$ cat src/lspcPkg.sv
// Register map, video RAM geometry, LSPCMODE bits and timer width
package lspcPkg;

	// ========================================
	// Video RAM geometry
	// ========================================

	// Word address, 32K words
	localparam int vramAddrW = 15;
	localparam int vramDataW = 16;
	localparam int vramWords = 32768;

	// ========================================
	// CPU register window
	// ========================================

	// Word index on the CPU address lines
	localparam int regAddrW = 3;

	localparam logic [regAddrW-1:0] regVramAddr = 3'd0;
	localparam logic [regAddrW-1:0] regVramRw = 3'd1;
	localparam logic [regAddrW-1:0] regVramMod = 3'd2;
	localparam logic [regAddrW-1:0] regLspcMode = 3'd3;
	localparam logic [regAddrW-1:0] regTimerHigh = 3'd4;
	localparam logic [regAddrW-1:0] regTimerLow = 3'd5;
	localparam logic [regAddrW-1:0] regIrqAck = 3'd6;

	// LSPCMODE write bits
	localparam int modeIrqEnBit = 4;
	localparam int modeLoadOnWriteBit = 5;
	localparam int modeReloadAtZeroBit = 7;

	// Timer source in the IRQ acknowledge word
	localparam int ackTimerBit = 1;

	// Raster timer, written as two 16-bit halves
	localparam int timerW = 32;

endpackage

$ cat src/lspcIfaces.sv


// ========================================
// Timer control from the register block
// ========================================

// loadNow and ack are single-cycle pulses
interface timerCtrl;
	logic [lspcPkg::timerW-1:0] reload;
	logic loadNow;
	logic irqEn;
	logic reloadAtZero;
	logic ack;

	modport source (output reload, loadNow, irqEn, reloadAtZero, ack);
	modport sink (input reload, loadNow, irqEn, reloadAtZero, ack);
endinterface

$ cat src/lspcTimer.sv
// Raster timer down-counter with load, reload at zero and sticky interrupt flag
`timescale 1ns/1ps

module lspcTimer (
	input logic CLK_24M,
	input logic T73A_OUT,
	input logic pixelTick,
	timerCtrl.sink timer,
	output logic timerIrq
);

	typedef logic [lspcPkg::timerW-1:0] countT;

	logic [lspcPkg::timerW-1:0] count;
	logic hitZero;

	// Counter steps from 1 to 0 on this tick
	assign hitZero = pixelTick && !timer.loadNow && (count == countT'(1));

	// ========================================
	// Counter
	// ========================================

	always_ff @(posedge CLK_24M or negedge T73A_OUT)
	begin
		if (!T73A_OUT)
		begin
			count <= '0;
			timerIrq <= 1'b0;
		end
		else
		begin
			// CPU load wins over counting
			if (timer.loadNow)
				count <= timer.reload;
			else if (pixelTick)
			begin
				if (count != '0)
					count <= count - 1'b1;
				// One tick spent at zero, then reload
				// gives a period of reload + 1
				else if (timer.reloadAtZero)
					count <= timer.reload;
			end

			// Sticky flag, a new hit beats the ack
			if (hitZero && timer.irqEn)
				timerIrq <= 1'b1;
			else if (timer.ack)
				timerIrq <= 1'b0;
		end
	end

endmodule

$ cat src/flat_wrapper.sv
// flat-port wrapper written by rule: the top's interface ports become plain ports
module lspcTimer_flat 
  (CLK_24M, T73A_OUT, pixelTick, timerIrq, timer_reload, timer_loadNow, timer_irqEn, timer_reloadAtZero, timer_ack);
  timerCtrl timer_i ();
  input logic CLK_24M;
  input logic T73A_OUT;
  input logic pixelTick;
  output logic timerIrq;
  input wire logic [$bits(timer_i.reload)-1:0] timer_reload;
  input wire logic [$bits(timer_i.loadNow)-1:0] timer_loadNow;
  input wire logic [$bits(timer_i.irqEn)-1:0] timer_irqEn;
  input wire logic [$bits(timer_i.reloadAtZero)-1:0] timer_reloadAtZero;
  input wire logic [$bits(timer_i.ack)-1:0] timer_ack;
  assign timer_i.reload = timer_reload;
  assign timer_i.loadNow = timer_loadNow;
  assign timer_i.irqEn = timer_irqEn;
  assign timer_i.reloadAtZero = timer_reloadAtZero;
  assign timer_i.ack = timer_ack;
  lspcTimer u_core (.CLK_24M(CLK_24M), .T73A_OUT(T73A_OUT), .pixelTick(pixelTick), .timer(timer_i), .timerIrq(timerIrq));
endmodule
$ cat config.mk
export PLATFORM = sky130hd
export DESIGN_NAME = lspcTimer_flat
export DESIGN_NICKNAME = d
export VERILOG_FILES = /design/src/lspcPkg.sv /design/src/lspcIfaces.sv /design/src/lspcTimer.sv /design/src/flat_wrapper.sv
export SDC_FILE = /design/constraint.sdc
export NUM_CORES = 1
export LEC_CHECK = 0
export ABC_AREA = 1
export BUFFER_PORTS_ARGS = -buffer_cell sky130_fd_sc_hd__buf_2
export CAP_MARGIN = 20
export CORE_MARGIN = 4
export CORE_UTILIZATION = 43
export DETAILED_ROUTE_END_ITERATION = 6
export GPL_TIMING_DRIVEN = 0
export PLACE_DENSITY_LB_ADDON = 0.05
export SKIP_LAST_GASP = 1
export SLEW_MARGIN = 40
export SYNTH_ARGS = -nofsm -noshare
export SYNTH_HDL_FRONTEND = slang
export SYNTH_SLANG_ARGS = --single-unit
$ cat constraint.sdc
create_clock -name CLK_24M -period 1.7 [get_ports CLK_24M]
set_input_delay 0.255 -clock CLK_24M [delete_from_list [all_inputs] [get_ports CLK_24M]]
set_output_delay 0.255 -clock CLK_24M [all_outputs]
set_load 0.01 [all_outputs]
==> impl_metrics.yaml <==
critical_path:
  crit_buf_inv: 2
  crit_end: "u_core.count[26]"
  critPathKind: "reg2reg"
  cp_max_fo: 6
  crit_required_ns: 1.89
  r2r_end: "u_core.count[26]"
  crit_path_start: "u_core.count[7]"
  cp_slowest_cell: "dfrtp_1"
  cp.arrival_ns: 1.93
  crit_cells: 10
  slowest_delay_ns: 0.45
  r2r-start: "u_core.count[7]"
  path_common_cell: "nand2_1"
  worstPathCellList: "nor2_2, nand2_2, nor2_4, nand2_4, nor2_8, a21oi_4, buf_6, clkbuf_16, nand2_1, nand2_1"
  r2r_setup_slack_ns: -0.04
  rr_worst_depth: 10
  crit_path_start_kind: "register"
  end_kind: "register"
  critical-path-top-delay-family: "simple AND/OR/NAND/NOR gates"
global_routing:
  antenna_found_initial: 0
  grt_max_degree: 34
  gr-total-overflow: 0
  grt_pass1_wl_um: 14000
  grt.total_usage_pct: 24.0
  grt_pass1_vias: 2820
timing:
  fin_crit_ns: 1.74
  slew_violations: 0
  worstMarginPinSlew_ns: 0.475
  setup_slack_ns: -0.0384
  fmax_mhz: 575
  rsz0062_at_grt: "yes"
  maxSlewHeadroom_pct: 68.4
  worst_clock_skew_ns: 0.00792
  finalHoldViolCount: 0
  post-route-period-util_pct: 102
  setup_viol: 8
finish:
  antenna_cells: 0
  area_delta_synth_final_pct: 37.7
  multi_input_area_um2: 1810
  register_area_um2: 833
  fin_util_pct: 61.9
  layout-drive-gt1-share_pct: 32.4
  layout.nets: 577
  n_fill_cell: 572
power:
  vdd.ir_drop.worst_mv: 0.494
  switchingPower_mw: 1.04
  seqPwrFrac_pct: 35.8
  internal_power_mw: 1.81
  power_density_nw_per_um2: 769
  p_sw_share_pct: 36.6
  p_leak_nw: 1.97
  combPwrFrac_pct: 35.9
  p_total_mw: 2.85
  power.share.clock_pct: 28.3
die:
  fp.dieH_um: 87.2
  core-area_um2: 5990
  dieWidth_um: 87.2
  fp-row-count: 28
  start_util_pct: 45.0
  io_pins: 40
  dieArea_um2: 7600
yosys:
  ys_warn_count: 0
  synth_top_cell_by_area: "dfrtp_1"
  syn_avg_cell_area_um2: 6.04
  synth.cell_area_um2: 2700
  synth_nets: 487
  synthDominantCellAreaShare_pct: 30.6
  synth_cell_types: 27
  synthTopCellsByArea: "dfrtp_1 (31%), nand2_1 (29%), nor2_1 (8.5%)"
  seq_area_frac_synth_pct: 30.6
  ys_ff_latch: 33
  syn-instance-count: 446
route:
  first_iter_violations: 223
  wl_per_cell_um: 14.7
  vias: 3076
  dr.pass1.iters: 5
  vias_per_cell: 5.03
  finalWirelength_um: 9020
  detail-route-antenna-nets: 0
  drc: 0
place:
  port_buffers: 39
  dpl.hpwl_um: 6070
  routabilityCongestion: 0.925
cts:
  clk_latency_ns: 0.30
  htreeDepth: 2
  cts_root_buffer: "clkbuf_8"
  cts_sinks: 33
  cts_tree: "yes"
  cts_max_path_buffers: 2
  cts_buffers: 5
  clk_pin_slew_ns: 0.08
job:
  drv_cap: 0
hold_path:
  hp-class: "in2reg"
status:
  violations: "setup timing"
  outcome: "finished with violations"
[through the flow]
stage               cells  setup TNS (ns)  setup WS, ns  hold slack, ns  area [um2]
floorplan             446               0       0.00407         -0.0406        2700
global placement      560           -6.21        -0.254           0.398        2990
detailed placement    560           -7.49        -0.309           0.403        2990
CTS                   598       -0.000904     -0.000904          0.0740        3410
global route          612           -2.86        -0.129           0.148        3710
finish                612          -0.176       -0.0384           0.135        3710
[worst min path at each step]
stage               cells past startpoint  slack, ns      start              end
finish                                  2       0.13  timer_ack  u_core.timerIrq
CTS                                     1       0.07   T73A_OUT  u_core.timerIrq
global route                            2       0.15  timer_ack  u_core.timerIrq
detailed placement                      1       0.40   T73A_OUT  u_core.timerIrq
global placement                        1       0.40   T73A_OUT  u_core.timerIrq
floorplan                               0      -0.04   T73A_OUT  u_core.count[0]
[power groups by stage]
stage	logic (mW)	registers [mW]	clock network, mW
2_1_floorplan	0.491	0.993	0
3_3_place_gp	0.654	1.04	0
3_5_place_dp	0.668	1.04	0
4_1_cts	0.869	1.00	0.820
5_1_grt	1.13	1.03	0.858
6_report	1.02	1.02	0.808
[cell usage after synthesis, drive strengths merged]
| library cell | instances |
|---|---|
| o21ai | 21 |
| nand4 | 6 |
| ha | 2 |
| nor2 | 67 |
| nor3 | 2 |
| nand3b | 1 |
| o21bai | 2 |
| xnor2 | 6 |
| dfrtp | 33 |
| nand2 | 211 |
| o22ai | 1 |
| buf | 12 |
| nand3 | 35 |
| inv | 43 |
| a21oi | 1 |
| xor2 | 3 |
[cell type report]
type,count,area share [%]
Buffer,12,3.78
Clock inverter,1,0.809
Clock buffer,7,2.33
Multi-Input combinational cell,358,48.9
Tap cell,75,2.53
Inverter,43,4.42
Timing Repair Buffer,83,14.8
Sequential cell,33,22.5
[repair_timing]
action	in CTS	in global routing
cloned	0	2
hold buffers	0	1
resized for setup	28	63
hold endpoints to repair	0	33
pin swaps	9	10
setup endpoints to repair	32	32
buffers inserted	30	11
[cell usage in the layout (no fill, tap or decap), types with 7 or more instances in the layout]
master / synthesis / final
inv_1: 42 / 39
nand2_2: 2 / 16
nor2_1: 61 / 34
nor2_4: 4 / 13
buf_2: 2 / 39
nand3_1: 35 / 33
dfrtp_1: 33 / 27
buf_6: 6 / 7
o21ai_0: 20 / 15
buf_4: 3 / 44
nand2_1: 208 / 189
nor2_2: 1 / 19
[routing by layer]
metal	track usage, %	wire length (um)	up-vias
met3	3.41	531	12
met2	38.5	4200	90
met1	33.5	4160	1417
met4	6.83	123	0
met5	0	0	-
li1	-	-	1557
[logic make-up (layout without fill, tap and decap cells)]
kind of cell	count (synthesis)	count (layout)	synth area share [%]
compound gates	25	25	5.71
xor+xnor	9	9	2.92
fa+ha+maj	2	2	0.928
buf+inv	55	146	10.3
flops	33	33	30.6
simple gates	322	322	49.5
[sequential cells by signal, indices dropped and copies added (netlist names)]
register and flops:
u_core.count 32, u_core.timerIrq 1
[worst reg2reg max path, delay by kind of cell (launching register included)]
| family | cells | cell delay, ns |
|---|---|---|
| and+or+nand+nor | 7 | 0.74 |
| DFF | 1 | 0.45 |
| buffers and inverters | 2 | 0.32 |
| AOI/OAI and AO/OA | 1 | 0.10 |
Power figures use the tool's default switching activity.
