`config.mk`:
```
export PLATFORM = sky130hd
export DESIGN_NAME = videoTiming
export DESIGN_NICKNAME = d
export VERILOG_FILES = /design/src/lspcPkg.sv /design/src/videoPkg.sv /design/src/videoTiming.sv
export SDC_FILE = /design/constraint.sdc
export NUM_CORES = 1
export LEC_CHECK = 0
export BUFFER_PORTS_ARGS = -buffer_cell sky130_fd_sc_hd__buf_4
export CAP_MARGIN = 20
export CORE_ASPECT_RATIO = 0.5
export CORE_MARGIN = 4
export CORE_UTILIZATION = 25
export DETAILED_ROUTE_END_ITERATION = 12
export PLACE_DENSITY = 0.57
export SYNTH_ARGS = -nofsm -noshare
export SYNTH_HDL_FRONTEND = slang
export SYNTH_SLANG_ARGS = --single-unit
```
`constraint.sdc`:
```
create_clock -name CLK_24M -period 1.8 [get_ports CLK_24M]
set_input_delay 0.09 -clock CLK_24M [delete_from_list [all_inputs] [get_ports CLK_24M]]
set_output_delay 0.09 -clock CLK_24M [all_outputs]
set_load 0.005 [all_outputs]
```
`src/lspcPkg.sv`:
```
// Register map, video RAM geometry, LSPCMODE bits and timer width
package lspcPkg;

	// ========================================
	// Video RAM geometry
	// ========================================

	// Word address, 32K words
	localparam int vramAddrW = 15;
	localparam int vramDataW = 16;
	localparam int vramWords = 32768;

	// ========================================
	// CPU register window
	// ========================================

	// Word index on the CPU address lines
	localparam int regAddrW = 3;

	localparam logic [regAddrW-1:0] regVramAddr = 3'd0;
	localparam logic [regAddrW-1:0] regVramRw = 3'd1;
	localparam logic [regAddrW-1:0] regVramMod = 3'd2;
	localparam logic [regAddrW-1:0] regLspcMode = 3'd3;
	localparam logic [regAddrW-1:0] regTimerHigh = 3'd4;
	localparam logic [regAddrW-1:0] regTimerLow = 3'd5;
	localparam logic [regAddrW-1:0] regIrqAck = 3'd6;

	// LSPCMODE write bits
	localparam int modeIrqEnBit = 4;
	localparam int modeLoadOnWriteBit = 5;
	localparam int modeReloadAtZeroBit = 7;

	// Timer source in the IRQ acknowledge word
	localparam int ackTimerBit = 1;

	// Raster timer, written as two 16-bit halves
	localparam int timerW = 32;

endpackage

```
`src/videoPkg.sv`:
```
// Raster timing, fix map layout, fix entry type and P-bus credit depth
package videoPkg;

	// ========================================
	// Raster timing
	// ========================================

	// 24 MHz / 4 gives the 6 MHz pixel rate
	localparam int pixelTickDiv = 4;
	localparam int divW = $clog2(pixelTickDiv);
	localparam int lineLength = 384;
	localparam int linesPerFrame = 264;
	localparam int activeWidth = 320;
	localparam int hsyncWidth = 32;
	localparam int vsyncLines = 8;
	localparam int pixelW = 9;
	localparam int rasterW = 9;

	// ========================================
	// Fix layer
	// ========================================

	// Fix map sits in the upper part of video RAM, column-major
	localparam logic [lspcPkg::vramAddrW-1:0] fixMapBase = 15'h7000;
	localparam int fixRows = 32;
	// One map word per 8-pixel column of the visible line
	localparam int fixColumns = activeWidth / 8;
	localparam int fixColW = $clog2(fixColumns);

	localparam int tileW = 12;
	localparam int palW = 4;
	localparam int lineW = 3;

	// What goes out on the P-bus for one column
	typedef struct packed {
		logic [tileW-1:0] tile;
		logic [palW-1:0] pal;
		logic [lineW-1:0] line;
	} fixEntry;

	// Serializer FIFO depth, also the fetch side's starting credit
	localparam int pbusCredits = 4;
	localparam int creditW = $clog2(pbusCredits + 1);
	localparam int fifoPtrW = $clog2(pbusCredits);

endpackage

```
`src/videoTiming.sv`:
```
// Pixel tick divider, pixel and raster counters, sync and line start decode
`timescale 1ns/1ps

module videoTiming (
	input logic CLK_24M,
	input logic T73A_OUT,
	output logic pixelTick,
	output logic lineStart,
	output logic hsync,
	output logic vsync,
	output logic [videoPkg::pixelW-1:0] pixelCount,
	output logic [videoPkg::rasterW-1:0] rasterCount
);

	typedef logic [videoPkg::divW-1:0] divT;
	typedef logic [videoPkg::pixelW-1:0] pixT;
	typedef logic [videoPkg::rasterW-1:0] rasT;

	logic [videoPkg::divW-1:0] divCnt;
	logic lastPixel;
	logic lastLine;

	// Tick on the last 24M cycle of each pixel
	assign pixelTick = (divCnt == divT'(videoPkg::pixelTickDiv - 1));
	assign lastPixel = (pixelCount == pixT'(videoPkg::lineLength - 1));
	assign lastLine = (rasterCount == rasT'(videoPkg::linesPerFrame - 1));

	// Line start marks the tick of pixel 0
	assign lineStart = pixelTick && (pixelCount == '0);

	// Both syncs active low at the start of their period
	assign hsync = !(pixelCount < pixT'(videoPkg::hsyncWidth));
	assign vsync = !(rasterCount < rasT'(videoPkg::vsyncLines));

	// ========================================
	// Counters
	// ========================================

	always_ff @(posedge CLK_24M or negedge T73A_OUT)
	begin
		if (!T73A_OUT)
		begin
			divCnt <= '0;
			pixelCount <= '0;
			rasterCount <= '0;
		end
		else
		begin
			divCnt <= pixelTick ? '0 : divCnt + 1'b1;
			if (pixelTick)
			begin
				if (lastPixel)
				begin
					pixelCount <= '0;
					// Frame wrap after the last raster line
					rasterCount <= lastLine ? '0 : rasterCount + 1'b1;
				end
				else
				begin
					pixelCount <= pixelCount + 1'b1;
				end
			end
		end
	end

endmodule

```
==> results.sh <==
export IMPL_hold_path_class="input pin to asynchronous set/reset pin"
export IMPL_antenna_found_initial=0
export IMPL_tritoncts_num_buffers=3
export IMPL_gp_congestion=0.895
export IMPL_track_usage=0.108
export IMPL_drcViolationCount=0
export IMPL_synth_edff_count=0
export IMPL_firstDrtPassIters=4
export IMPL_drive_gt1_frac=0.333
export IMPL_portBuffers=23
export IMPL_avgSynthCellArea_um2=9.60
export IMPL_ir_drop_mv=0.255
export IMPL_dieArea_um2=5220
export IMPL_period_share=0.957
export IMPL_ys_warnings_count=0
export IMPL_power_frac_seq=0.553
export IMPL_cts_tree="yes"
export IMPL_clockBufferDepth=2
export IMPL_power_density_nw_per_um2=570
export IMPL_final_cells=198
export IMPL_grt_pass1_wl_um=4420
export IMPL_combPwrFrac=0.015
export IMPL_power_switching_mw=0.165
export IMPL_post_cts_buffers=0
export IMPL_cp_arrival_ns=1.63
export IMPL_dpl_hpwl_um=1920
export IMPL_required_ns=1.71
export IMPL_final_cell_area_um2=1420
export IMPL_maxSlewViolCount=0
export IMPL_power_leakage_nw=0.644
export IMPL_avgRoutedWirePerCell_um=13.0
export IMPL_synth_top_area_frac=0.492
export IMPL_rsz0062_at_grt="no"
export IMPL_crit_type="register to output pin"
export IMPL_synthTopCellsByCount="dfrtp_1 (20), nand2_1 (12), nor2_1 (9)"
export IMPL_clock_latency_ns=0.26
export IMPL_die_h_um=53.1
export IMPL_whs_ns=0.250
export IMPL_relSlewSlack=0.799
export IMPL_ys_async_sr_fraction=1.00
export IMPL_synthTopCellsByArea="dfrtp_1 (49%), ha_1 (4.9%), nand2_1 (4.4%)"
export IMPL_finalHoldViolations=0
export IMPL_area_delta_synth_final_pct=40.0
export IMPL_layout_min_cycle_time_ns=1.72
export IMPL_clockRootBuffer="clkbuf_8"
export IMPL_place_area_um2=1350
export IMPL_ys_ff_latch=20
export IMPL_start_util=0.261
export IMPL_nFillCells=412
export IMPL_clock_sinks=20
export IMPL_tightest_slew_ns=0.298
export IMPL_synth_most_common_cell="dfrtp_1"
export IMPL_setup_viol=0
export IMPL_antenna_cells=0
export IMPL_drtIter0Drc=40
export IMPL_synth_area_um2=1020
export IMPL_wirelength_um=2570
export IMPL_ys_seq_area_frac=0.492
export IMPL_vias_per_cell=4.56
export IMPL_start_kind="register"
export IMPL_vias=902
export IMPL_cellInternalPower_mw=0.647
export IMPL_grt_max_degree=21
export IMPL_chipWidth_um=98.2
export IMPL_max_freq_ghz=0.581
export IMPL_grt_pass1_vias=920
export IMPL_cts_max_level=1
export IMPL_ios=24
export IMPL_core_area_um2=3900
export IMPL_drv_cap=0
export IMPL_worst_path_max_fanout=7
export IMPL_final_nets=151
export IMPL_ant_nets=0
export IMPL_endpoint_kind="output pin"
export IMPL_synth_cell_types=25
export IMPL_cts_clk_slew_worst_paths_ns=0.08
export IMPL_numPlacedInstances=193
export IMPL_ys_flop_type="dfrtp_1"
export IMPL_overflow=0
export IMPL_switching_share=0.203
export IMPL_p_clk_frac=0.432
export IMPL_synth_nets=112
export IMPL_synth_cells=106
export IMPL_status="finished, final reports clean"
export IMPL_row_count=16
export IMPL_synth_top_area_cell="dfrtp_1"
export IMPL_finClkSkew_ns=0.00330
## metal layers
metal	global-route usage	vias to the layer above	part of all wire
li1	-	445	-
met1	0.123	433	0.46
met2	0.195	20	0.48
met3	0.0382	4	0.048
met4	0.0340	0	0.018
met5	0	-	0
## power by group through the flow
stage | combinational (mW) | clock (mW) | sequential, mW
CTS | 0.0128 | 0.364 | 0.449
finish | 0.0118 | 0.351 | 0.449
detailed placement | 0.0111 | 0 | 0.458
global route | 0.0150 | 0.385 | 0.449
floorplan | 0.000000177 | 0 | 0.458
global placement | 0.0108 | 0 | 0.458
## sequential cells by signal, indices dropped and copies added (netlist names)
signal       flops
rasterCount      9
divCnt           2
pixelCount       9
## repair_timing
| action | 4_1_cts | 5_1_grt |
|---|---|---|
| hold buffers | 1 | 0 |
| resized for setup | 0 | 3 |
| setup endpoints to repair | 0 | 6 |
| hold endpoints to repair | 20 | 0 |
## cell usage in the layout (no fill, tap or decap), types with 2 or more instances in the layout
| cell | instances |
|---|---|
| clkbuf_8 | 4 |
| xor2_1 | 3 |
| or4_1 | 2 |
| o22ai_1 | 3 |
| nor2_1 | 9 |
| dfrtp_1 | 19 |
| buf_4 | 36 |
| o21ai_0 | 5 |
| ha_2 | 2 |
| a21oi_1 | 4 |
| ha_1 | 2 |
| or3_1 | 3 |
| xnor2_1 | 5 |
| nand4_1 | 5 |
| inv_1 | 7 |
| and3_1 | 3 |
| nand3_1 | 7 |
| or2_2 | 2 |
| nand2_1 | 12 |
## final timing paths
check	depth (start not counted)	slack, ns	from	to
worst max register to register	5	0.11	pixelCount[0]	rasterCount[8]
worst min-delay path	2	0.25	T73A_OUT	divCnt[0]
max in group asynchronous	2	1.32	T73A_OUT	pixelCount[7]
worst min register to register	1	0.43	divCnt[0]	divCnt[0]
worst max-delay path	3	0.08	pixelCount[7]	lineStart
min in group CLK_24M	1	0.43	divCnt[0]	divCnt[0]
## metrics by stage
stage / worst slack [ns] / TNS (ns) / utilization / power, mW
after floorplan: -0.0658 / -0.0658 / - / 0.458
after global placement: 0.0938 / 0 / 0.345 / 0.469
after detailed placement: 0.0575 / 0 / 0.345 / 0.469
after CTS: 0.0448 / 0 / 0.362 / 0.826
after global routing: 0.00911 / 0 / 0.365 / 0.849
final: 0.0782 / 0 / 0.365 / 0.811
## kinds of logic (layout without fill, tap and decap cells)
logic type | Yosys count | after routing | synth area share
AND/OR/NAND/NOR | 49 | 49 | 0.266
flip-flops | 20 | 20 | 0.492
AO/OA/AOI/OAI | 15 | 15 | 0.0836
buffers and inverters | 10 | 48 | 0.0406
XOR/XNOR | 8 | 8 | 0.0689
adder cells (fa/ha/maj) | 4 | 4 | 0.0492
## critical path: stages (launching register included)
cell     delay, ns
dfrtp_2       0.48
or4_1         0.57
nor3_1        0.19
buf_4         0.14
## final cells by class
type	count	area, um2	share of cell area
sequential	20	502	0.352
clock buffer	4	55.1	0.0387
timing repair buffer	37	280	0.197
inverter	7	26.3	0.0185
multi-input combinational	76	493	0.346
tap	54	67.6	0.0475
No activity file was read; power rests on OpenSTA's default activity.
