File: src/lspcPkg.sv
// Register map, video RAM geometry, LSPCMODE bits and timer width
package lspcPkg;

	// ========================================
	// Video RAM geometry
	// ========================================

	// Word address, 32K words
	localparam int vramAddrW = 15;
	localparam int vramDataW = 16;
	localparam int vramWords = 32768;

	// ========================================
	// CPU register window
	// ========================================

	// Word index on the CPU address lines
	localparam int regAddrW = 3;

	localparam logic [regAddrW-1:0] regVramAddr = 3'd0;
	localparam logic [regAddrW-1:0] regVramRw = 3'd1;
	localparam logic [regAddrW-1:0] regVramMod = 3'd2;
	localparam logic [regAddrW-1:0] regLspcMode = 3'd3;
	localparam logic [regAddrW-1:0] regTimerHigh = 3'd4;
	localparam logic [regAddrW-1:0] regTimerLow = 3'd5;
	localparam logic [regAddrW-1:0] regIrqAck = 3'd6;

	// LSPCMODE write bits
	localparam int modeIrqEnBit = 4;
	localparam int modeLoadOnWriteBit = 5;
	localparam int modeReloadAtZeroBit = 7;

	// Timer source in the IRQ acknowledge word
	localparam int ackTimerBit = 1;

	// Raster timer, written as two 16-bit halves
	localparam int timerW = 32;

endpackage

File: src/videoPkg.sv
// Raster timing, fix map layout, fix entry type and P-bus credit depth
package videoPkg;

	// ========================================
	// Raster timing
	// ========================================

	// 24 MHz / 4 gives the 6 MHz pixel rate
	localparam int pixelTickDiv = 4;
	localparam int divW = $clog2(pixelTickDiv);
	localparam int lineLength = 384;
	localparam int linesPerFrame = 264;
	localparam int activeWidth = 320;
	localparam int hsyncWidth = 32;
	localparam int vsyncLines = 8;
	localparam int pixelW = 9;
	localparam int rasterW = 9;

	// ========================================
	// Fix layer
	// ========================================

	// Fix map sits in the upper part of video RAM, column-major
	localparam logic [lspcPkg::vramAddrW-1:0] fixMapBase = 15'h7000;
	localparam int fixRows = 32;
	// One map word per 8-pixel column of the visible line
	localparam int fixColumns = activeWidth / 8;
	localparam int fixColW = $clog2(fixColumns);

	localparam int tileW = 12;
	localparam int palW = 4;
	localparam int lineW = 3;

	// What goes out on the P-bus for one column
	typedef struct packed {
		logic [tileW-1:0] tile;
		logic [palW-1:0] pal;
		logic [lineW-1:0] line;
	} fixEntry;

	// Serializer FIFO depth, also the fetch side's starting credit
	localparam int pbusCredits = 4;
	localparam int creditW = $clog2(pbusCredits + 1);
	localparam int fifoPtrW = $clog2(pbusCredits);

endpackage

File: src/pbusSerializer.sv
// Fix entry FIFO, 8-pixel P-bus output slots and credit return
`timescale 1ns/1ps

module pbusSerializer (
	input logic CLK_24M,
	input logic T73A_OUT,
	input logic pixelTick,
	input videoPkg::fixEntry entry,
	input logic entryValid,
	output logic creditReturn,
	output logic [videoPkg::tileW-1:0] pbusTile,
	output logic [videoPkg::palW-1:0] pbusPal,
	output logic [videoPkg::lineW-1:0] pbusLine,
	output logic pbusStrobe
);

	typedef logic [videoPkg::fifoPtrW-1:0] ptrT;
	typedef logic [videoPkg::creditW-1:0] fillT;

	videoPkg::fixEntry fifo [videoPkg::pbusCredits];
	logic [videoPkg::fifoPtrW-1:0] wrPtr;
	logic [videoPkg::fifoPtrW-1:0] rdPtr;
	logic [videoPkg::creditW-1:0] fill;
	// Pixel ticks within one 8-pixel slot
	logic [2:0] slotCnt;
	logic pop;

	function automatic ptrT nextPtr(input ptrT p);
		return (p == ptrT'(videoPkg::pbusCredits - 1)) ? '0 : p + 1'b1;
	endfunction

	// Pop at the end of a slot when there is something
	assign pop = pixelTick && (slotCnt == 3'd7) && (fill != '0);

	// ========================================
	// FIFO pointers and slot timing
	// ========================================

	always_ff @(posedge CLK_24M or negedge T73A_OUT)
	begin
		if (!T73A_OUT)
		begin
			slotCnt <= '0;
			wrPtr <= '0;
			rdPtr <= '0;
			fill <= '0;
			pbusStrobe <= 1'b0;
			creditReturn <= 1'b0;
		end
		else
		begin
			if (pixelTick)
				slotCnt <= slotCnt + 1'b1;
			// Credits on the fetch side keep this from overflowing
			if (entryValid)
				wrPtr <= nextPtr(wrPtr);
			if (pop)
				rdPtr <= nextPtr(rdPtr);
			fill <= fill + fillT'(entryValid) - fillT'(pop);
			// Strobe and credit leave together
			pbusStrobe <= pop;
			creditReturn <= pop;
		end
	end

	// Outputs hold the last entry between strobes
	always_ff @(posedge CLK_24M)
	begin
		if (entryValid)
			fifo[wrPtr] <= entry;
		if (pop)
		begin
			pbusTile <= fifo[rdPtr].tile;
			pbusPal <= fifo[rdPtr].pal;
			pbusLine <= fifo[rdPtr].line;
		end
	end

endmodule

File: config.mk
export PLATFORM = sky130hd
export DESIGN_NAME = pbusSerializer
export DESIGN_NICKNAME = d
export VERILOG_FILES = /design/src/lspcPkg.sv /design/src/videoPkg.sv /design/src/pbusSerializer.sv
export SDC_FILE = /design/constraint.sdc
export NUM_CORES = 1
export LEC_CHECK = 0
export ABC_CLOCK_PERIOD_IN_PS = 7100
export BUFFER_PORTS_ARGS = -buffer_cell sky130_fd_sc_hd__buf_4
export CAP_MARGIN = 40
export CORE_ASPECT_RATIO = 0.8
export CORE_MARGIN = 2
export CORE_UTILIZATION = 40
export CTS_BUF_LIST = sky130_fd_sc_hd__clkbuf_8
export DETAILED_ROUTE_END_ITERATION = 8
export GPL_TIMING_DRIVEN = 0
export PLACE_DENSITY = 0.6
export SLEW_MARGIN = 20
export SYNTH_ARGS = -nofsm -noshare
export SYNTH_HDL_FRONTEND = slang
export SYNTH_SLANG_ARGS = --single-unit
File: constraint.sdc
create_clock -name CLK_24M -period 7.1 [get_ports CLK_24M]
set_input_delay 0 -clock CLK_24M [delete_from_list [all_inputs] [get_ports CLK_24M]]
set_output_delay 0 -clock CLK_24M [all_outputs]
set_load 0.05 [all_outputs]
==> impl_summary.log <==
[metrics] amount of wire on met2 after detailed routing: just under 3000 um
[metrics] number of maximum-capacitance violations: 0
[metrics] sequential-to-total area share from yosys stat: 80.1%
[metrics] timing-limited maximum frequency: 393 MHz
[metrics] Top Layer Used: met4
[metrics] count of warnings emitted by yosys: 0
[metrics] R2R Setup Slk: 4.56 ns
[metrics] synthesized area divided by synthesized cell count: 23.8 um^2
[metrics] worst flop-to-flop path endpoint: fill[2]$_DFF_PN0_
[metrics] DR vias: 1772
[metrics] Critical Path Source Type: register
[metrics] clock input transition at the sequential cells of the worst setup and hold paths: about 0.10 ns
[metrics] clock network latency to the later pin of the worst-skew pair: 0.37 ns
[metrics] global placement routability congestion: roughly 0.68
[metrics] worst vdd rail ir drop: 0.151 mV
[metrics] setup bufs post-CTS: 0
[metrics] total number of placement rows: 32
[metrics] GRT Resource Usage Total: 13.1%
[metrics] area taken by flip-flops and latches: 0.00313 mm^2
[metrics] overall power of the completed layout: around 0.0018 W
[metrics] critical path fanouts, max: 10
[metrics] Final Net Count: 279
[metrics] post-layout minimum cycle time: ~2.5 ns
[metrics] TNS Setup: 0 ns
[metrics] WHS: 0.368 ns
[metrics] Detail Route met3 WL: around 280 um
[metrics] worst setup slack before clock tree synthesis: 4.56 ns
[metrics] wire length of the first global-routing pass: 9940 um
[metrics] Critical Path RT: 7.36 ns
[metrics] antenna violations before repair: 0
[metrics] number of stages on the worst hold path: 2
[metrics] critical path start-end classification: register to register
[metrics] worst-case clock skew: around 0.0090 ns
[metrics] final number of setup-violating endpoints: 0
[metrics] most common cell in the synthesized netlist: edfxtp_1
[metrics] M1 WL: 2830 um
[metrics] Post-Synthesis Cells: 164
[metrics] multi-input gate area in the final layout: 713 um^2
[metrics] Post-CTS Resized: 0
[metrics] library cells used by synthesis: 19
[metrics] vias in the first global route: 1862
[metrics] Async S/R FF share, synth: 10.4%
[metrics] post-detailed-routing wire length: roughly 6200 um
[metrics] FF+latch count, synth: 106
[metrics] Final Hold Violating Endpoints: 0
[metrics] setup repair after global routing missed its margin: false
[metrics] Crit Reg-Reg Startpoint: slotCnt[0]$_DFFE_PN0P_
[metrics] part of the cycle the worst path needs: 35.8%
[metrics] kind of end point of the critical path: register
[metrics] Cell Area, Synth: 0.00391 mm^2
[metrics] Main synth FF type: edfxtp_1
[metrics] post-DR wirelength/cell: 16.8 um
[metrics] number of buffers inserted by hold repair at cts: 23
[metrics] initial detailed-routing violation count: 108
[metrics] startpoint of the worst setup timing path: slotCnt[0]$_DFFE_PN0P_
[metrics] class of the tightest hold or removal check: primary input to register
[metrics] die height: between 90 and 100 um
[metrics] Clock Sinks: 106
[metrics] last element of the critical path: fill[2]$_DFF_PN0_
[metrics] Final Core Density: 51.5%
[metrics] leading area contributor after synthesis: edfxtp_1
[metrics] Root Buffer: clkbuf_8
[metrics] TritonCTS Buffers: 9
[metrics] leakage power: 1.77 nW
[metrics] CORE AREA: approximately 0.0096 mm^2
[metrics] Detailed Routing Iterations Pass 1: 4
[metrics] ratio of routed vias to standard cells: ~4.8
[metrics] Port-buffer cells: 43
[metrics] H-tree lvl count: 3
[metrics] TritonCTS clock tree: done
[metrics] number of enable-type register cells in the synthesized netlist: 95
[metrics] Initial Util: 40.8%
[metrics] list of most frequent post-synthesis cells: edfxtp_1, mux4_2, dfrtp_1
[metrics] status: finished, final reports clean
[metrics] Ant. Diodes: 0
[metrics] setup slack of the critical path after layout: 4.56 ns
[metrics] transition time at the pin with the least slew margin: 0.546 ns
[metrics] horizontal die dimension: 115 um
[metrics] sum of net half-perimeters after detailed placement: 4080 um
[metrics] count of cells along the worst register-to-register path: 11
[metrics] Pwr Density: 359 mW/mm^2
[metrics] num ports: 44
[metrics] Congestion Overflow GR: 0
[metrics] number of nets with antenna violations after detailed routing: 0
[metrics] Post-route DRC: 0
[metrics] Area contributors post-synth: edfxtp_1, mux4_2, dfrtp_1
[metrics] ratio of cells with drive above 1 in the final layout: 36.7%
[metrics] fill cell total of the finished layout: 760
[metrics] Max-Slew Margin vs Limit: 63.6%
[metrics] number of buffers between clock root and the deepest sink: 2
[metrics] count of pins over their slew limit: 0
[metrics] arrival time at the worst endpoint: between 2 and 3 ns
[metrics] area overhead of the layout relative to synthesis: 26.1%
[metrics] net count after synthesis: 197
[metrics] area enclosed by the die boundary: 0.0106 mm^2
[metrics] maximum number of pins on one net before global-route repair: 18
[metrics] Synth top area share: between 70% and 80%
-- per-stage QoR --
stage	area, um^2	cells
after floorplan	3910	164
after global placement	4380	326
after detailed placement	4450	331
after CTS	4930	370
after global routing	4930	370
final	4930	370
-- layout make-up --
cell class | instances | area share, %
clock inverters | 7 | 2.39
inverters | 7 | 0.533
plain buffers | 5 | 0.813
multi-input cells | 46 | 14.5
repair buffers | 71 | 12.8
well taps | 119 | 3.02
clock buffers | 9 | 2.51
flip-flops and latches | 106 | 63.5
-- cell families after synthesis --
group           share of synthesized area (%)
compound gates                          0.929
buf+inv                                  1.70
fa+ha+maj                                3.39
mux                                      12.2
flops                                    80.1
simple gates                             1.06
xor+xnor                                0.673
-- registers in the layout, summed over array words and instances, names as in the netlist --
register / flops
fifo: 76
fill: 3
wrPtr: 2
pbusTile: 12
rdPtr: 2
pbusStrobe: 1
slotCnt: 3
pbusLine: 3
pbusPal: 4
-- where the power goes --
part | total (W) | switching (W) | internal (W)
clock network | 0.000430 | 0.000196 | 0.000234
logic | 0.000466 | 0.000243 | 0.000222
registers | 0.000873 | 0.0000469 | 0.000826
-- per-layer routing --
metal	GRT usage (%)	up-vias
met5	0	-
met4	5.49	0
met3	4.97	10
met2	20.0	38
met1	17.0	906
li1	-	818
-- worst min-delay path by stage --
| stage | from | endpoint | slack [ns] |
|---|---|---|---|
| floorplan | T73A_OUT | fill[0]$_DFF_PN0_ | -0.30 |
| global placement | T73A_OUT | wrPtr[0]$_DFFE_PN0P_ | -0.15 |
| detailed placement | T73A_OUT | wrPtr[0]$_DFFE_PN0P_ | -0.15 |
| CTS | entry[4] | fifo[0][4]$_DFFE_PP_ | 0.34 |
| global route | entry[1] | fifo[0][1]$_DFFE_PP_ | 0.35 |
| finish | entry[6] | fifo[0][6]$_DFFE_PP_ | 0.37 |
-- placed cells by master, fill, tap and decap left out --
cell and n:
buf_6 2, o311ai_4 1, nand2_1 1, bufinv_16 3
or3b_2 1, mux4_1 1, mux2_2 4, xor2_1 1
edfxtp_1 95, inv_1 8, nor2_1 1, fa_1 1
ha_1 9, xnor2_1 2, buf_8 5, dlygate4sd3_1 23
buf_4 44, buf_2 2, clkbuf_8 9, clkinvlp_4 2
inv_6 1, and2_1 4, dfrtp_1 11, mux4_2 18
o21ai_0 2
-- critical path, stage by stage (launching register included) --
cell and delay (ns):
dfrtp_1 0.41, ha_1 0.20, ha_1 0.21, o311ai_4 0.10
inv_1 0.28, ha_1 0.35, inv_1 0.05, ha_1 0.13
inv_1 0.05, fa_1 0.38, xnor2_1 0.15, xnor2_1 0.12
Note: power is estimated with default switching activity, not from simulation.
