===== config.mk =====
export PLATFORM = sky130hd
export DESIGN_NAME = fixFetch_flat
export DESIGN_NICKNAME = d
export VERILOG_FILES = /design/src/lspcPkg.sv /design/src/videoPkg.sv /design/src/lspcIfaces.sv /design/src/fixFetch.sv /design/src/flat_wrapper.sv
export SDC_FILE = /design/constraint.sdc
export NUM_CORES = 1
export LEC_CHECK = 0
export BUFFER_PORTS_ARGS = -buffer_cell sky130_fd_sc_hd__buf_4
export CAP_MARGIN = 10
export CORE_AREA = 2 2 66 68
export DETAILED_ROUTE_END_ITERATION = 10
export DIE_AREA = 0 0 68 70
export GPL_ROUTABILITY_DRIVEN = 1
export GPL_TIMING_DRIVEN = 0
export PLACE_DENSITY = 0.81
export SLEW_MARGIN = 20
export SYNTH_ARGS = -nofsm -noshare
export SYNTH_HDL_FRONTEND = slang
export SYNTH_SLANG_ARGS = --single-unit

===== constraint.sdc =====
create_clock -name CLK_24M -period 2.9 [get_ports CLK_24M]
set_input_delay 0.435 -clock CLK_24M [delete_from_list [all_inputs] [get_ports CLK_24M]]
set_output_delay 0.435 -clock CLK_24M [all_outputs]
set_load 0.02 [all_outputs]

===== src/lspcPkg.sv =====
// Register map, video RAM geometry, LSPCMODE bits and timer width
package lspcPkg;

	// ========================================
	// Video RAM geometry
	// ========================================

	// Word address, 32K words
	localparam int vramAddrW = 15;
	localparam int vramDataW = 16;
	localparam int vramWords = 32768;

	// ========================================
	// CPU register window
	// ========================================

	// Word index on the CPU address lines
	localparam int regAddrW = 3;

	localparam logic [regAddrW-1:0] regVramAddr = 3'd0;
	localparam logic [regAddrW-1:0] regVramRw = 3'd1;
	localparam logic [regAddrW-1:0] regVramMod = 3'd2;
	localparam logic [regAddrW-1:0] regLspcMode = 3'd3;
	localparam logic [regAddrW-1:0] regTimerHigh = 3'd4;
	localparam logic [regAddrW-1:0] regTimerLow = 3'd5;
	localparam logic [regAddrW-1:0] regIrqAck = 3'd6;

	// LSPCMODE write bits
	localparam int modeIrqEnBit = 4;
	localparam int modeLoadOnWriteBit = 5;
	localparam int modeReloadAtZeroBit = 7;

	// Timer source in the IRQ acknowledge word
	localparam int ackTimerBit = 1;

	// Raster timer, written as two 16-bit halves
	localparam int timerW = 32;

endpackage


===== src/videoPkg.sv =====
// Raster timing, fix map layout, fix entry type and P-bus credit depth
package videoPkg;

	// ========================================
	// Raster timing
	// ========================================

	// 24 MHz / 4 gives the 6 MHz pixel rate
	localparam int pixelTickDiv = 4;
	localparam int divW = $clog2(pixelTickDiv);
	localparam int lineLength = 384;
	localparam int linesPerFrame = 264;
	localparam int activeWidth = 320;
	localparam int hsyncWidth = 32;
	localparam int vsyncLines = 8;
	localparam int pixelW = 9;
	localparam int rasterW = 9;

	// ========================================
	// Fix layer
	// ========================================

	// Fix map sits in the upper part of video RAM, column-major
	localparam logic [lspcPkg::vramAddrW-1:0] fixMapBase = 15'h7000;
	localparam int fixRows = 32;
	// One map word per 8-pixel column of the visible line
	localparam int fixColumns = activeWidth / 8;
	localparam int fixColW = $clog2(fixColumns);

	localparam int tileW = 12;
	localparam int palW = 4;
	localparam int lineW = 3;

	// What goes out on the P-bus for one column
	typedef struct packed {
		logic [tileW-1:0] tile;
		logic [palW-1:0] pal;
		logic [lineW-1:0] line;
	} fixEntry;

	// Serializer FIFO depth, also the fetch side's starting credit
	localparam int pbusCredits = 4;
	localparam int creditW = $clog2(pbusCredits + 1);
	localparam int fifoPtrW = $clog2(pbusCredits);

endpackage


===== src/lspcIfaces.sv =====
// Interfaces vramPort and timerCtrl with their modports
`timescale 1ns/1ps

// ========================================
// Video RAM request port
// ========================================

// Requester holds req and fields until gnt
// Read data follows with rvalid one cycle after gnt
interface vramPort;
	logic req;
	logic we;
	logic [lspcPkg::vramAddrW-1:0] addr;
	logic [lspcPkg::vramDataW-1:0] wdata;
	logic gnt;
	logic rvalid;
	logic [lspcPkg::vramDataW-1:0] rdata;

	modport requester (
		output req, we, addr, wdata,
		input gnt, rvalid, rdata
	);

	modport arbiter (
		input req, we, addr, wdata,
		output gnt, rvalid, rdata
	);
endinterface



===== src/fixFetch.sv =====
// Fix map address generation, per-line column fetch and P-bus credit counter
`timescale 1ns/1ps

module fixFetch (
	input logic CLK_24M,
	input logic T73A_OUT,
	input logic lineStart,
	input logic [videoPkg::rasterW-1:0] rasterCount,
	vramPort.requester vram,
	output videoPkg::fixEntry entry,
	output logic entryValid,
	input logic creditReturn
);

	typedef logic [lspcPkg::vramAddrW-1:0] addrT;
	typedef logic [videoPkg::rasterW-1:0] rasT;
	typedef logic [videoPkg::creditW-1:0] creditT;
	typedef logic [videoPkg::fixColW-1:0] colT;

	logic [videoPkg::fixColW-1:0] column;
	logic [videoPkg::rasterW-1:0] lineRaster;
	logic [videoPkg::creditW-1:0] credits;
	logic active;
	logic waitRd;
	logic visible;
	logic issue;

	// 256 visible lines after vsync
	assign visible = (rasterCount >= rasT'(videoPkg::vsyncLines))
		&& (rasterCount < rasT'(videoPkg::vsyncLines + 256));

	// One fetch in flight, and only with a free FIFO slot
	// Credit not yet spent while entryValid is high
	assign issue = active && !vram.req && !waitRd && !entryValid && (credits != '0);

	// Read-only port
	assign vram.we = 1'b0;
	assign vram.wdata = '0;

	// Column-major map, tile row from the line number
	assign vram.addr = videoPkg::fixMapBase
		+ addrT'(column) * addrT'(videoPkg::fixRows)
		+ addrT'((lineRaster >> 3) % videoPkg::fixRows);

	// ========================================
	// Fetch sequence and credits
	// ========================================

	always_ff @(posedge CLK_24M or negedge T73A_OUT)
	begin
		if (!T73A_OUT)
		begin
			vram.req <= 1'b0;
			active <= 1'b0;
			waitRd <= 1'b0;
			column <= '0;
			lineRaster <= '0;
			entryValid <= 1'b0;
			credits <= creditT'(videoPkg::pbusCredits);
		end
		else
		begin
			entryValid <= 1'b0;

			if (issue)
				vram.req <= 1'b1;

			// Grant ends the request, next column
			if (vram.req && vram.gnt)
			begin
				vram.req <= 1'b0;
				waitRd <= 1'b1;
				column <= column + 1'b1;
				if (column == colT'(videoPkg::fixColumns - 1))
					active <= 1'b0;
			end

			// Fetch done, entry out next cycle
			if (waitRd && vram.rvalid)
			begin
				waitRd <= 1'b0;
				entryValid <= 1'b1;
			end

			// Spend on send, refill on pop
			credits <= credits - creditT'(entryValid) + creditT'(creditReturn);

			// New line restarts at column 0
			if (lineStart && visible)
			begin
				active <= 1'b1;
				column <= '0;
				lineRaster <= rasterCount;
			end
		end
	end

	// Tile in the low bits, palette on top
	always_ff @(posedge CLK_24M)
	begin
		if (waitRd && vram.rvalid)
		begin
			entry.tile <= vram.rdata[videoPkg::tileW-1:0];
			entry.pal <= vram.rdata[lspcPkg::vramDataW-1 -: videoPkg::palW];
			entry.line <= lineRaster[videoPkg::lineW-1:0];
		end
	end

endmodule


===== src/flat_wrapper.sv =====
// flat-port wrapper written by rule: the top's interface ports become plain ports
module fixFetch_flat 
  (CLK_24M, T73A_OUT, lineStart, rasterCount, entry, entryValid, creditReturn, vram_req, vram_we, vram_addr, vram_wdata, vram_gnt, vram_rvalid, vram_rdata);
  vramPort vram_i ();
  input logic CLK_24M;
  input logic T73A_OUT;
  input logic lineStart;
  input logic [videoPkg::rasterW-1:0] rasterCount;
  output videoPkg::fixEntry entry;
  output logic entryValid;
  input logic creditReturn;
  output wire logic [$bits(vram_i.req)-1:0] vram_req;
  output wire logic [$bits(vram_i.we)-1:0] vram_we;
  output wire logic [$bits(vram_i.addr)-1:0] vram_addr;
  output wire logic [$bits(vram_i.wdata)-1:0] vram_wdata;
  input wire logic [$bits(vram_i.gnt)-1:0] vram_gnt;
  input wire logic [$bits(vram_i.rvalid)-1:0] vram_rvalid;
  input wire logic [$bits(vram_i.rdata)-1:0] vram_rdata;
  assign vram_req = vram_i.req;
  assign vram_we = vram_i.we;
  assign vram_addr = vram_i.addr;
  assign vram_wdata = vram_i.wdata;
  assign vram_i.gnt = vram_gnt;
  assign vram_i.rvalid = vram_rvalid;
  assign vram_i.rdata = vram_rdata;
  fixFetch u_core (.CLK_24M(CLK_24M), .T73A_OUT(T73A_OUT), .lineStart(lineStart), .rasterCount(rasterCount), .vram(vram_i), .entry(entry), .entryValid(entryValid), .creditReturn(creditReturn));
endmodule

==> results.toml <==
[flow_run]
drv_cap = 0

[synthesis]
synthCells = 128
yosysSeqAreaShare = 0.630
synth-simple-area-share = 0.0696
synth_top_family_by_area = "buffers and inverters"
synth-seq-cells = 40
synth_fa_ha_area_frac = 0.0330
muxShareOfSynthArea = 0.0388
syn_area_sq_um = 1740
synth_warnings = 0
ys_types = 28
synth_xor_area_frac = 0.0352
synth.avg_cell_area_sq_um = 13.6
synth_compound_area_frac = 0.0625

[floorplan]
start_util = 0.421
io_pins = 84
die_h_microns = 70
rows = 24
die_area_sq_um = 4760
core-area_sq_um = 4140
die_w_microns = 68

[route]
drt_iter0_markers = 73
postRouteWirelength_microns = 3130
via_per_inst = 4.31
drc = 0
vias = 1155
wl_per_cell_microns = 11.7
drt_first_pass_iters = 4
ant_nets = 0

[global_route]
grt_use_met3 = 0.0644
grt_max_degree = 22
use_met1 = 0.164
grt_pass1_vias = 1031
grt_antenna_before_repair = 0
gr-max-usage-layer = "met2"
grt_first_pass_wirelength_microns = 4650
grt_util_met2 = 0.201
grtUsageTotal = 0.136
gr-total-overflow = 0

[clock_network]
cts_sinks = 40
clockBufferDepth = 2
clock-root-buffer = "clkbuf_8"
cts_setup_buffers = 0
htreeDepth = 2
clk_latency_ps = 290
postCtsHoldBufs = 0
path_clk_slew_ps = 70
cts_tree = "yes"
cts_buffers = 5
cts_resized = 0

[worst_setup_path]
cp-end-kind = "flip-flop"
cp_slowest_cell = "mux2i_2"
cp_top_family = "multiplexers"
critPathMaxStageDelay_ps = 590
worst-setup-path-type = "input port to flip-flop"
r2r_end = "u_core.credits[2]$_DFF_PN1_"
critPathArrivalTime_ps = 2190
r2r-start = "u_core.entryValid$_DFF_PN0_"
crit_buf_inv = 1
crit_path_max_fanout = 10
crit_chain = "buf_4 > or3_4 > nor3_4 > mux2i_2 > mux2_2"
r2r_setup_slack_ps = 1200
worstRegToRegCells = 6
start_kind = "input port"
cp.required_ps = 3080

[pwr]
p_leak_uw = 0.00116
irDropWorstVdd_mv = 0.242
power_density_nw_per_um2 = 694

[place]
io_buffers = 61
place_congestion = 0.764
dp_slack_ps = 568
place_hpwl_microns = 2490

[timing]
hold_viol = 0
fin_crit_sh = 0.695
fin_tns_setup_ps = 0
relSlewSlack = 0.451
max_freq_ghz = 0.496
slew_viol_final = 0
setup_viol = 0
worstMarginPinSlew_ps = 824
period_minus_slack_ps = 2010
fin_worst_skew_ps = 5.95
worst_slack_ps = 885
rsz0062_at_grt = "no"

[outcome]
status = "finished, final reports clean"

[finish]
n_antenna_cell = 0
drive_gt1_frac = 0.472
area_delta_synth_final_pct = 40.3
mostFrequentLayoutCell = "buf_4"
final_nets = 250
final_cell_mix = "87 x buf_4, 21 x conb_1, 20 x dfrtp_1"

[min_path]
hold_path.class = "input port to async pin"
## logic make-up (layout without fill, tap and decap cells)
kind of cell | count (synthesis) | count (layout)
other | 2 | 21
buffers and inverters | 33 | 102
AND/OR/NAND/NOR | 22 | 22
XOR/XNOR | 7 | 7
multiplexers | 6 | 6
flip-flops | 40 | 40
adder cells (fa/ha/maj) | 4 | 4
AO/OA/AOI/OAI | 14 | 14
## layer usage
metal	wire [microns]	up-vias	share of wire
li1	-	571	-
met4	63	0	0.020
met1	1210	511	0.39
met5	0	-	0
met2	1400	66	0.45
met3	455	7	0.15
## where the power goes
group | internal [uW] | leakage (uW) | switching, uW | total, uW
registers | 720 | 0.000435 | 64.4 | 784
clock network | 255 | 0.0000552 | 178 | 434
logic | 226 | 0.000675 | 252 | 478
## cells in the mapped netlist, drive strengths merged
cell type,number,area share
buf,26,0.11
dfrtp,20,0.29
edfxtp,19,0.33
nand2,7,0.015
nor2,6,0.013
a22oi,5,0.022
inv,5,0.011
o2bb2ai,5,0.025
xor2,4,0.020
ha,3,0.022
mux2,3,0.019
mux2i,3,0.019
nand4,3,0.011
xnor2,3,0.015
and2,2,0.0072
clkbuf,2,0.0043
conb,2,0.0043
a21o,1,0.0050
a21oi,1,0.0029
and3,1,0.0036
dfstp,1,0.015
fa,1,0.011
nor3,1,0.0093
nor3b,1,0.0043
o21ai,1,0.0029
o311ai,1,0.0050
or3,1,0.0065
## worst max path at each step
stage	from	end	depth (start not counted)
global route	rasterCount[3]	u_core.lineRaster[2]$_DFFE_PN0N_	5
global placement	rasterCount[3]	u_core.lineRaster[1]$_DFFE_PN0N_	5
detailed placement	rasterCount[3]	u_core.lineRaster[1]$_DFFE_PN0N_	5
floorplan	rasterCount[3]	u_core.lineRaster[0]$_DFFE_PN0N_	4
finish	rasterCount[3]	u_core.lineRaster[2]$_DFFE_PN0N_	5
CTS	rasterCount[3]	u_core.lineRaster[2]$_DFFE_PN0N_	5
## flip-flops by register name (all words and copies together), names as in the netlist
register           cells
u_core.vram.req        1
u_core.entryValid      1
u_core.credits         3
u_core.column          6
u_core.lineRaster      8
u_core.entry          19
u_core.active          1
u_core.waitRd          1
## layout make-up
class	count	area, sq um
Tap cell	52	65.1
Clock buffer	6	72.6
Sequential cell	40	1100
Buffer	28	203
Clock inverter	2	35.0
Fill cell	343	1700
Inverter	5	18.8
Multi-Input combinational cell	74	495
Timing Repair Buffer	61	458
## worst register-to-register path: cells and delay by family (launching register included)
family	cells	cell delay (ps)
fa+ha+maj	3	860
flops	1	410
buf+inv	1	40
xor+xnor	2	320
## metrics by stage
step | instance area, sq um | hold slack, ps | util | total power [uW] | std cells
2_1_floorplan | 1810 | 139 | - | 1090 | 147
3_3_place_gp | 2340 | 332 | 0.564 | 1260 | 260
3_5_place_dp | 2340 | 330 | 0.564 | 1280 | 260
4_1_cts | 2440 | 15.5 | 0.590 | 1710 | 268
5_1_grt | 2440 | 17.7 | 0.590 | 1790 | 268
6_report | 2440 | 12.5 | 0.590 | 1700 | 268
(Power assumes the default switching activity.)
